**src/hdl/wdma_intr_pkg.sv**
```systemverilog
package wdma_intr_pkg;

  // ====================
  // interrupt encoding
  // ====================

  // ping-pong layer pointer carried by each done request
  typedef logic intr_ptr_t;

  // one done interrupt per pointer value
  localparam int unsigned NUM_INTR = 2;

  // bit i set means layer with pointer i is done
  typedef logic [NUM_INTR-1:0] intr_vec_t;

  // ====================
  // perf statistics
  // ====================

  // stall counter width, matches the status register
  localparam int unsigned STALL_CNT_W = 32;

  typedef logic [STALL_CNT_W-1:0] stall_cnt_t;

endpackage

```
**src/hdl/wdma_cfg_pkg.sv**
```systemverilog
package wdma_cfg_pkg;

  // ====================
  // register field widths
  // ====================

  // element-wise alu algorithm select
  localparam int unsigned ALU_ALGO_W = 2;

  // output destination select, single bit
  localparam int unsigned OUTPUT_DST_W = 1;

  typedef logic [ALU_ALGO_W-1:0] alu_algo_t;

  // ====================
  // field encodings
  // ====================

  // equal compare, no real data written by the ew stage
  localparam alu_algo_t ALU_ALGO_EQL = alu_algo_t'(3);

  // result routed on to the pooling engine
  localparam logic [OUTPUT_DST_W-1:0] OUTPUT_DST_PDP = 1'b1;

endpackage
```
**src/hdl/wdma_intr_top.sv**
```systemverilog
`timescale 1ns/1ps

module wdma_intr_top #(
  parameter int unsigned INTR_QUEUE_DEPTH = 4
) (
  input  logic                      autosa_core_clk,
  input  logic                      autosa_core_rstn,
  // dma write side
  input  logic                      dma_wr_req_vld_i,
  input  logic                      dma_wr_req_rdy_i,
  input  logic                      dma_wr_rsp_complete_i,
  // layer done request
  input  logic                      intr_req_pvld_i,
  input  wdma_intr_pkg::intr_ptr_t  intr_req_ptr_i,
  input  logic                      op_load_i,
  // configuration registers
  input  wdma_cfg_pkg::alu_algo_t   reg2dp_ew_alu_algo_i,
  input  logic                      reg2dp_ew_alu_bypass_i,
  input  logic                      reg2dp_ew_bypass_i,
  input  logic                      reg2dp_op_en_i,
  input  logic                      reg2dp_output_dst_i,
  input  logic                      reg2dp_perf_dma_en_i,
  // status and interrupts
  output wdma_intr_pkg::stall_cnt_t dp2reg_wdma_stall_o,
  output wdma_intr_pkg::intr_vec_t  sdp2glb_done_intr_pd_o
);

  // decode to queue and interrupt stage
  logic                     queue_push;
  wdma_intr_pkg::intr_vec_t internal_intr;

  // oldest pending pointer
  wdma_intr_pkg::intr_ptr_t head_ptr;

  // ====================
  // decode
  // ====================

  wdma_cfg_decode u_cfg_decode (
    .reg2dp_ew_bypass_i     (reg2dp_ew_bypass_i),
    .reg2dp_ew_alu_bypass_i (reg2dp_ew_alu_bypass_i),
    .reg2dp_ew_alu_algo_i   (reg2dp_ew_alu_algo_i),
    .reg2dp_output_dst_i    (reg2dp_output_dst_i),
    .intr_req_pvld_i        (intr_req_pvld_i),
    .intr_req_ptr_i         (intr_req_ptr_i),
    .queue_push_o           (queue_push),
    .internal_intr_o        (internal_intr)
  );

  // ====================
  // execute
  // ====================

  // pending layers, popped as each write completes
  // head valid is only observed inside the queue instance
  wdma_intr_queue #(
    .DEPTH (INTR_QUEUE_DEPTH)
  ) u_intr_queue (
    .autosa_core_clk  (autosa_core_clk),
    .autosa_core_rstn (autosa_core_rstn),
    .push_i           (queue_push),
    .push_ptr_i       (intr_req_ptr_i),
    .pop_i            (dma_wr_rsp_complete_i),
    .head_vld_o       (),
    .head_ptr_o       (head_ptr)
  );

  wdma_stall_counter u_stall_counter (
    .autosa_core_clk  (autosa_core_clk),
    .autosa_core_rstn (autosa_core_rstn),
    .dma_wr_req_vld_i (dma_wr_req_vld_i),
    .dma_wr_req_rdy_i (dma_wr_req_rdy_i),
    .op_load_i        (op_load_i),
    .op_en_i          (reg2dp_op_en_i),
    .perf_dma_en_i    (reg2dp_perf_dma_en_i),
    .stall_cnt_o      (dp2reg_wdma_stall_o)
  );

  // ====================
  // result
  // ====================

  wdma_done_intr u_done_intr (
    .autosa_core_clk  (autosa_core_clk),
    .autosa_core_rstn (autosa_core_rstn),
    .wr_complete_i    (dma_wr_rsp_complete_i),
    .head_ptr_i       (head_ptr),
    .internal_intr_i  (internal_intr),
    .done_intr_o      (sdp2glb_done_intr_pd_o)
  );

endmodule

```
**src/hdl/wdma_stall_counter.sv**
```systemverilog
`timescale 1ns/1ps

module wdma_stall_counter (
  input  logic                      autosa_core_clk,
  input  logic                      autosa_core_rstn,
  input  logic                      dma_wr_req_vld_i,
  input  logic                      dma_wr_req_rdy_i,
  input  logic                      op_load_i,
  input  logic                      op_en_i,
  input  logic                      perf_dma_en_i,
  output wdma_intr_pkg::stall_cnt_t stall_cnt_o
);

  logic                      cnt_en;
  logic                      cnt_inc;
  wdma_intr_pkg::stall_cnt_t cnt_cur;
  wdma_intr_pkg::stall_cnt_t cnt_nxt;

  // ====================
  // control
  // ====================

  // request waiting on the dma, one stall cycle
  assign cnt_inc = dma_wr_req_vld_i & !dma_wr_req_rdy_i;

  // counter frozen unless the layer and perf stats are both on
  assign cnt_en = op_en_i & perf_dma_en_i;

  // op_load restarts the count, wins over increment
  // natural wrap at full width
  assign cnt_nxt = op_load_i ? '0 : cnt_cur + cnt_inc;

  // ====================
  // count register
  // ====================

  always_ff @(posedge autosa_core_clk or negedge autosa_core_rstn) begin
    if (!autosa_core_rstn) begin
      cnt_cur <= '0;
    end else if (cnt_en) begin
      cnt_cur <= cnt_nxt;
    end
  end

  assign stall_cnt_o = cnt_cur;

endmodule

```
**src/hdl/wdma_done_intr.sv**
```systemverilog
`timescale 1ns/1ps

module wdma_done_intr (
  input  logic                     autosa_core_clk,
  input  logic                     autosa_core_rstn,
  input  logic                     wr_complete_i,
  input  wdma_intr_pkg::intr_ptr_t head_ptr_i,
  input  wdma_intr_pkg::intr_vec_t internal_intr_i,
  output wdma_intr_pkg::intr_vec_t done_intr_o
);

  // completion decoded against the oldest pending layer
  wdma_intr_pkg::intr_vec_t wr_intr;

  // both interrupt sources merged before the flops
  wdma_intr_pkg::intr_vec_t intr_nxt;

  // ====================
  // write completion
  // ====================

  always_comb begin
    wr_intr = '0;
    if (wr_complete_i) begin
      wr_intr[head_ptr_i] = 1'b1;
    end
  end

  // quiet and normal paths never fire for the same layer
  assign intr_nxt = wr_intr | internal_intr_i;

  // ====================
  // output pulses
  // ====================

  // one flop per interrupt line, single cycle pulse
  for (genvar i = 0; i < wdma_intr_pkg::NUM_INTR; i++) begin : g_intr
    always_ff @(posedge autosa_core_clk or negedge autosa_core_rstn) begin
      if (!autosa_core_rstn) begin
        done_intr_o[i] <= 1'b0;
      end else begin
        done_intr_o[i] <= intr_nxt[i];
      end
    end
  end

endmodule

```
**src/hdl/wdma_intr_queue.sv**
```systemverilog
`timescale 1ns/1ps

module wdma_intr_queue #(
  parameter int unsigned DEPTH = 4
) (
  input  logic                     autosa_core_clk,
  input  logic                     autosa_core_rstn,
  input  logic                     push_i,
  input  wdma_intr_pkg::intr_ptr_t push_ptr_i,
  input  logic                     pop_i,
  output logic                     head_vld_o,
  output wdma_intr_pkg::intr_ptr_t head_ptr_o
);

  // index and occupancy widths
  localparam int unsigned IDX_W = $clog2(DEPTH);
  localparam int unsigned CNT_W = $clog2(DEPTH + 1);

  localparam logic [IDX_W-1:0] LAST_IDX = IDX_W'(DEPTH - 1);
  localparam logic [CNT_W-1:0] FULL_CNT = CNT_W'(DEPTH);

  // pointer storage, one slot per layer in flight
  wdma_intr_pkg::intr_ptr_t ptr_mem [DEPTH];

  logic [IDX_W-1:0] wr_idx;
  logic [IDX_W-1:0] rd_idx;
  logic [CNT_W-1:0] count;

  logic empty;
  logic full;
  logic do_push;
  logic do_pop;

  // ====================
  // status
  // ====================

  assign empty = (count == '0);
  assign full  = (count == FULL_CNT);

  // pop only a real entry
  assign do_pop = pop_i & !empty;

  // full queue still takes a push when the head leaves at the same edge
  assign do_push = push_i & (!full | do_pop);

  // ====================
  // storage
  // ====================

  always_ff @(posedge autosa_core_clk) begin
    if (do_push) begin
      ptr_mem[wr_idx] <= push_ptr_i;
    end
  end

  // ====================
  // indices and count
  // ====================

  always_ff @(posedge autosa_core_clk or negedge autosa_core_rstn) begin
    if (!autosa_core_rstn) begin
      wr_idx <= '0;
      rd_idx <= '0;
      count  <= '0;
    end else begin
      // wrap by compare, depth need not be a power of two
      if (do_push) begin
        wr_idx <= (wr_idx == LAST_IDX) ? '0 : wr_idx + 1'b1;
      end
      if (do_pop) begin
        rd_idx <= (rd_idx == LAST_IDX) ? '0 : rd_idx + 1'b1;
      end
      // simultaneous push and pop leaves count as is
      if (do_push && !do_pop) begin
        count <= count + 1'b1;
      end else if (do_pop && !do_push) begin
        count <= count - 1'b1;
      end
    end
  end

  // ====================
  // head of queue
  // ====================

  // oldest layer still being written
  assign head_vld_o = !empty;
  assign head_ptr_o = ptr_mem[rd_idx];

endmodule

```
**src/hdl/wdma_cfg_decode.sv**
```systemverilog
`timescale 1ns/1ps

module wdma_cfg_decode (
  input  logic                    reg2dp_ew_bypass_i,
  input  logic                    reg2dp_ew_alu_bypass_i,
  input  wdma_cfg_pkg::alu_algo_t reg2dp_ew_alu_algo_i,
  input  logic                    reg2dp_output_dst_i,
  input  logic                    intr_req_pvld_i,
  input  wdma_intr_pkg::intr_ptr_t intr_req_ptr_i,
  output logic                    queue_push_o,
  output wdma_intr_pkg::intr_vec_t internal_intr_o
);

  logic mode_eql;
  logic mode_pdp;
  logic mode_quiet;

  // ====================
  // mode decode
  // ====================

  // equal algorithm only counts when both bypasses are off
  assign mode_eql = !reg2dp_ew_bypass_i
                  & !reg2dp_ew_alu_bypass_i
                  & (reg2dp_ew_alu_algo_i == wdma_cfg_pkg::ALU_ALGO_EQL);

  // pooling engine consumes the output, no memory write to wait for
  assign mode_pdp = (reg2dp_output_dst_i == wdma_cfg_pkg::OUTPUT_DST_PDP);

  // either case: nothing gets written back by this dma
  assign mode_quiet = mode_eql | mode_pdp;

  // ====================
  // request routing
  // ====================

  // normal mode, park the pointer until write completion
  assign queue_push_o = intr_req_pvld_i & !mode_quiet;

  // quiet mode, raise the interrupt straight away
  always_comb begin
    internal_intr_o = '0;
    if (intr_req_pvld_i && mode_quiet) begin
      internal_intr_o[intr_req_ptr_i] = 1'b1;
    end
  end

endmodule

```
**config.mk**
```make
export PLATFORM = sky130hd
export DESIGN_NAME = wdma_intr_top
export DESIGN_NICKNAME = d
export VERILOG_FILES = /design/src/hdl/wdma_intr_pkg.sv /design/src/hdl/wdma_cfg_pkg.sv /design/src/hdl/wdma_intr_top.sv /design/src/hdl/wdma_stall_counter.sv /design/src/hdl/wdma_done_intr.sv /design/src/hdl/wdma_intr_queue.sv /design/src/hdl/wdma_cfg_decode.sv
export SDC_FILE = /design/constraint.sdc
export NUM_CORES = 1
export LEC_CHECK = 0
export ABC_AREA = 1
export BUFFER_PORTS_ARGS = -buffer_cell sky130_fd_sc_hd__buf_4
export CAP_MARGIN = 20
export CORE_UTILIZATION = 62
export CTS_BUF_LIST = sky130_fd_sc_hd__clkbuf_4
export CTS_CLUSTER_SIZE = 14
export DETAILED_ROUTE_END_ITERATION = 8
export GPL_TIMING_DRIVEN = 1
export PLACE_DENSITY = 0.88
export SLEW_MARGIN = 20
export SYNTH_ARGS = -nofsm -noshare
export SYNTH_HDL_FRONTEND = slang
export SYNTH_HIERARCHICAL = 1
export SYNTH_SLANG_ARGS = --single-unit
```
**constraint.sdc**
```tcl
create_clock -name autosa_core_clk -period 2.5 [get_ports autosa_core_clk]
set_input_delay 0.125 -clock autosa_core_clk [delete_from_list [all_inputs] [get_ports autosa_core_clk]]
set_output_delay 0.125 -clock autosa_core_clk [all_outputs]
set_load 0.03 [all_outputs]
```
==> metrics.md <==
| Metric | Value |
|---|---|
| Grt met1 use | `a little over a third` |
| Hold Path Class | `input port to flip-flop` |
| Leakage | `~1.7 nW` |
| Synth cell types | `28` |
| GRT Overall Usage | `between 20% and 30%` |
| Switch Pwr | `~0.57 mW` |
| Setup Fix Bufs, Post-CTS | `0` |
| Setup Crit Path Kind | `flip-flop to flip-flop` |
| Final WS setup | `~0.66 ns` |
| Hold buffers post-CTS | `2` |
| Total gr overflow | `0` |
| Crit-path cells | `inv_1 -> nor2_2 -> nand2_2 -> nand2_4 -> inv_1 -> ha_1 -> inv_1 -> fa_1 -> nand2_1 -> nand3_1 -> nand2_1 -> nand2_1` |
| Met2 usage | `between 50% and 60%` |
| Place WS | `0.577 ns` |
| Antenna diodes | `0` |
| Placed instance area | `a little over 3000 um^2` |
| Share of layout cells above drive strength 1 | `between 20% and 30%` |
| Power after layout | `between 1.5 and 2 mW` |
| Slew Limit Fails | `0` |
| Detailed-route wire length | `5.95 mm` |
| Max H-tree Level | `2` |
| Worst Path Arrival | `2.12 ns` |
| Vias | `2491` |
| RSZ-0062 raised after global routing | `false` |
| #FFs+latches synth | `45` |
| FP Rows | `23` |
| Syn Area/Cell | `~7.4 um^2` |
| Worst-path clk slew | `around 0.14 ns` |
| Core Box Area | `approximately 4100 um^2` |
| First DRT Iteration DRCs | `about 230` |
| Largest net degree at the start of global routing | `42` |
| Total iterations of the first detailed-routing run | `4` |
| Setup TNS Final | `0 ns` |
| Maxcap violations | `0` |
| Final Critical Period | `about 1.8 ns` |
| Effective utilization at floorplan | `65.6%` |
| Clock latency at the later pin of the worst-skew pair | `0.36 ns` |
| Status | `finished, final reports clean` |
| Max transition margin | `roughly 47%` |
| Met3 usage | `slightly above 4%` |
| Setup violators final | `0` |
| Routability cong. | `between 0.8 and 0.9` |
| Worst setup SP type | `flip-flop` |
| Vias in the first global route | `approximately 2300` |
| Slowest Stage Delay on Critical Path | `approximately 0.41 ns` |
| Seq/Total Area, Yosys | `roughly 43%` |
| Final Hold Viols | `0` |
| CTS Buffer Depth | `2` |
| Syn Inst Count | `between 300 and 400` |
| Maximum clock frequency | `542 MHz` |
| Max FO, Critical Path | `7` |
| Global-route wire length before repair | `9.79 mm` |
| CP endpoint kind | `flip-flop` |
| Critical-path top delay cell | `dfrtp_1` |
| Skew final | `approximately 0.014 ns` |
| CTS tree | `yes` |
| YS warnings | `6` |
| Mapped cell area | `around 2700 um^2` |
| Internal power | `between 1 and 1.5 mW` |
| Synth async-reset ratio | `between 90% and 100%` |
| Die height | `roughly 68 um` |
| I/O pins | `49` |
| Die X | `slightly below 70 um` |
| Clock Power Share | `between 20% and 30%` |
| EDFF count, synth | `4` |
| Power per cell area | `between 500 and 600 nW/um^2` |
| CTS buffer count | `5` |
| Period utilisation layout | `roughly 74%` |
| Placed cell count | `457` |
| Root buf cell | `clkbuf_4` |
| Port Buf Inserts | `between 40 and 50` |
| WL/cell | `between 10 and 15 um` |
| Nets | `440` |
| Layout Area Growth over Synthesis | `20.0%` |
| Least-Margin Pin Slew | `approximately 0.8 ns` |
| Switching share of power | `between 30% and 40%` |
| CTS sink count | `45` |
| Finished Layout Cells | `467` |
| Final ANT Viol Nets | `0` |
| Top FF cell, synth | `dfrtp_1` |
| Reg power frac | `47.8%` |
| Design area | `about 3200 um^2` |
| Post-CTS Resized | `0` |
| Initial antenna violation count | `0` |
| Peak VDD IR | `between 0.0005 and 0.0006 V` |
| DP HPWL | `4.39 mm` |
| Syn nets | `385` |
| Die area | `roughly 4600 um^2` |
| Combinational share of power | `23.1%` |
| WP data required | `2.77 ns` |
| GRT Max-Usage Layer | `met2` |
| Vias per cell | `roughly 5.3` |
| Final routed DRC violation total | `0` |
==> cell usage after synthesis (4+ instances only) <==
cell type  instances  area, um^2
nand2_2           11        68.8
nor3_1             5        25.0
o21ai_0            9        45.0
nand4_1            5        31.3
a21oi_1           20         100
nor2_2             7        43.8
nor2_1            68         255
inv_1             48         180
nand2_1           90         338
nor2_4             5        56.3
ha_1               8         100
dfrtp_1           41        1030
edfxtp_1           4         120
nand3_1           22         110
==> sequential cells by signal, summed over array words and instances (netlist names) <==
register / flops
u_intr_queue/rd_idx: 2
u_intr_queue/count: 3
u_stall_counter/stall_cnt_o: 32
u_intr_queue/wr_idx: 2
u_intr_queue/ptr_mem: 4
u_done_intr/done_intr_o: 2
==> cells in the final DEF (no fill, tap or decap), types with 7 or more instances in the layout <==
cell	n
nor2_1	68
nand2_2	11
nor2_2	7
ha_1	8
nand2_1	90
dfrtp_1	41
a21oi_1	20
nand3_1	22
buf_4	48
o21ai_0	9
inv_1	48
==> layout make-up <==
| type | instances | area, um^2 |
|---|---|---|
| well taps | 50 | 62.6 |
| multi-input cells | 265 | 1320 |
| fillers | 295 | 862 |
| clock inverters | 3 | 65.1 |
| clock buffers | 5 | 37.5 |
| inverters | 49 | 184 |
| flip-flops and latches | 45 | 1150 |
| repair buffers | 50 | 380 |
==> logic make-up after synthesis <==
family	synth area share, %
compound gates	6.91
flops	43.0
buf+inv	7.38
simple gates	37.8
fa+ha+maj	4.51
xor+xnor	0.329
==> final timing paths <==
| path | start | cells past startpoint | slack (ns) | end |
|---|---|---|---|---|
| max | u_intr_queue/count[2]$_DFFE_PN0P_ | 12 | 0.66 | u_intr_queue/count[2]$_DFFE_PN0P_ |
| min | op_load_i | 4 | 0.02 | u_stall_counter/stall_cnt_o[0]$_DFFE_PN0P_ |
| max reg2reg | u_intr_queue/count[2]$_DFFE_PN0P_ | 12 | 0.66 | u_intr_queue/count[2]$_DFFE_PN0P_ |
| min reg2reg | u_intr_queue/count[2]$_DFFE_PN0P_ | 2 | 0.52 | u_intr_queue/count[2]$_DFFE_PN0P_ |
| max in group asynchronous | autosa_core_rstn | 2 | 1.85 | u_intr_queue/wr_idx[0]$_DFFE_PN0P_ |
| min in group asynchronous | autosa_core_rstn | 2 | 0.28 | u_stall_counter/stall_cnt_o[4]$_DFFE_PN0P_ |
==> power by group through the flow <==
stage | clock network (mW) | registers [mW] | logic [mW]
floorplan | 0 | 0.924 | 0.275
global placement | 0 | 0.904 | 0.401
detailed placement | 0 | 0.907 | 0.428
CTS | 0.557 | 0.892 | 0.434
global route | 0.594 | 0.906 | 0.495
finish | 0.545 | 0.893 | 0.431
==> metrics by stage <==
stage | utilization, % | hold slack, ns
after floorplan | - | -0.171
after global placement | 75.7 | 0.137
after detailed placement | 75.7 | 0.149
after CTS | 78.8 | 0.00827
after global routing | 78.8 | 0.0228
final | 78.8 | 0.0188
==> metal layers <==
metal	part of all wire, %	vias to the layer above
met4	0.87	0
met5	0	-
met3	4.8	5
met2	52	65
li1	-	1245
met1	43	1176
==> critical path, delay by kind of cell, from the launching register on <==
| kind | cells | cell delay, ns |
|---|---|---|
| simple gates | 7 | 0.51 |
| flops | 1 | 0.41 |
| buf+inv | 3 | 0.27 |
| fa+ha+maj | 2 | 0.55 |
(Power assumes the default switching activity.)
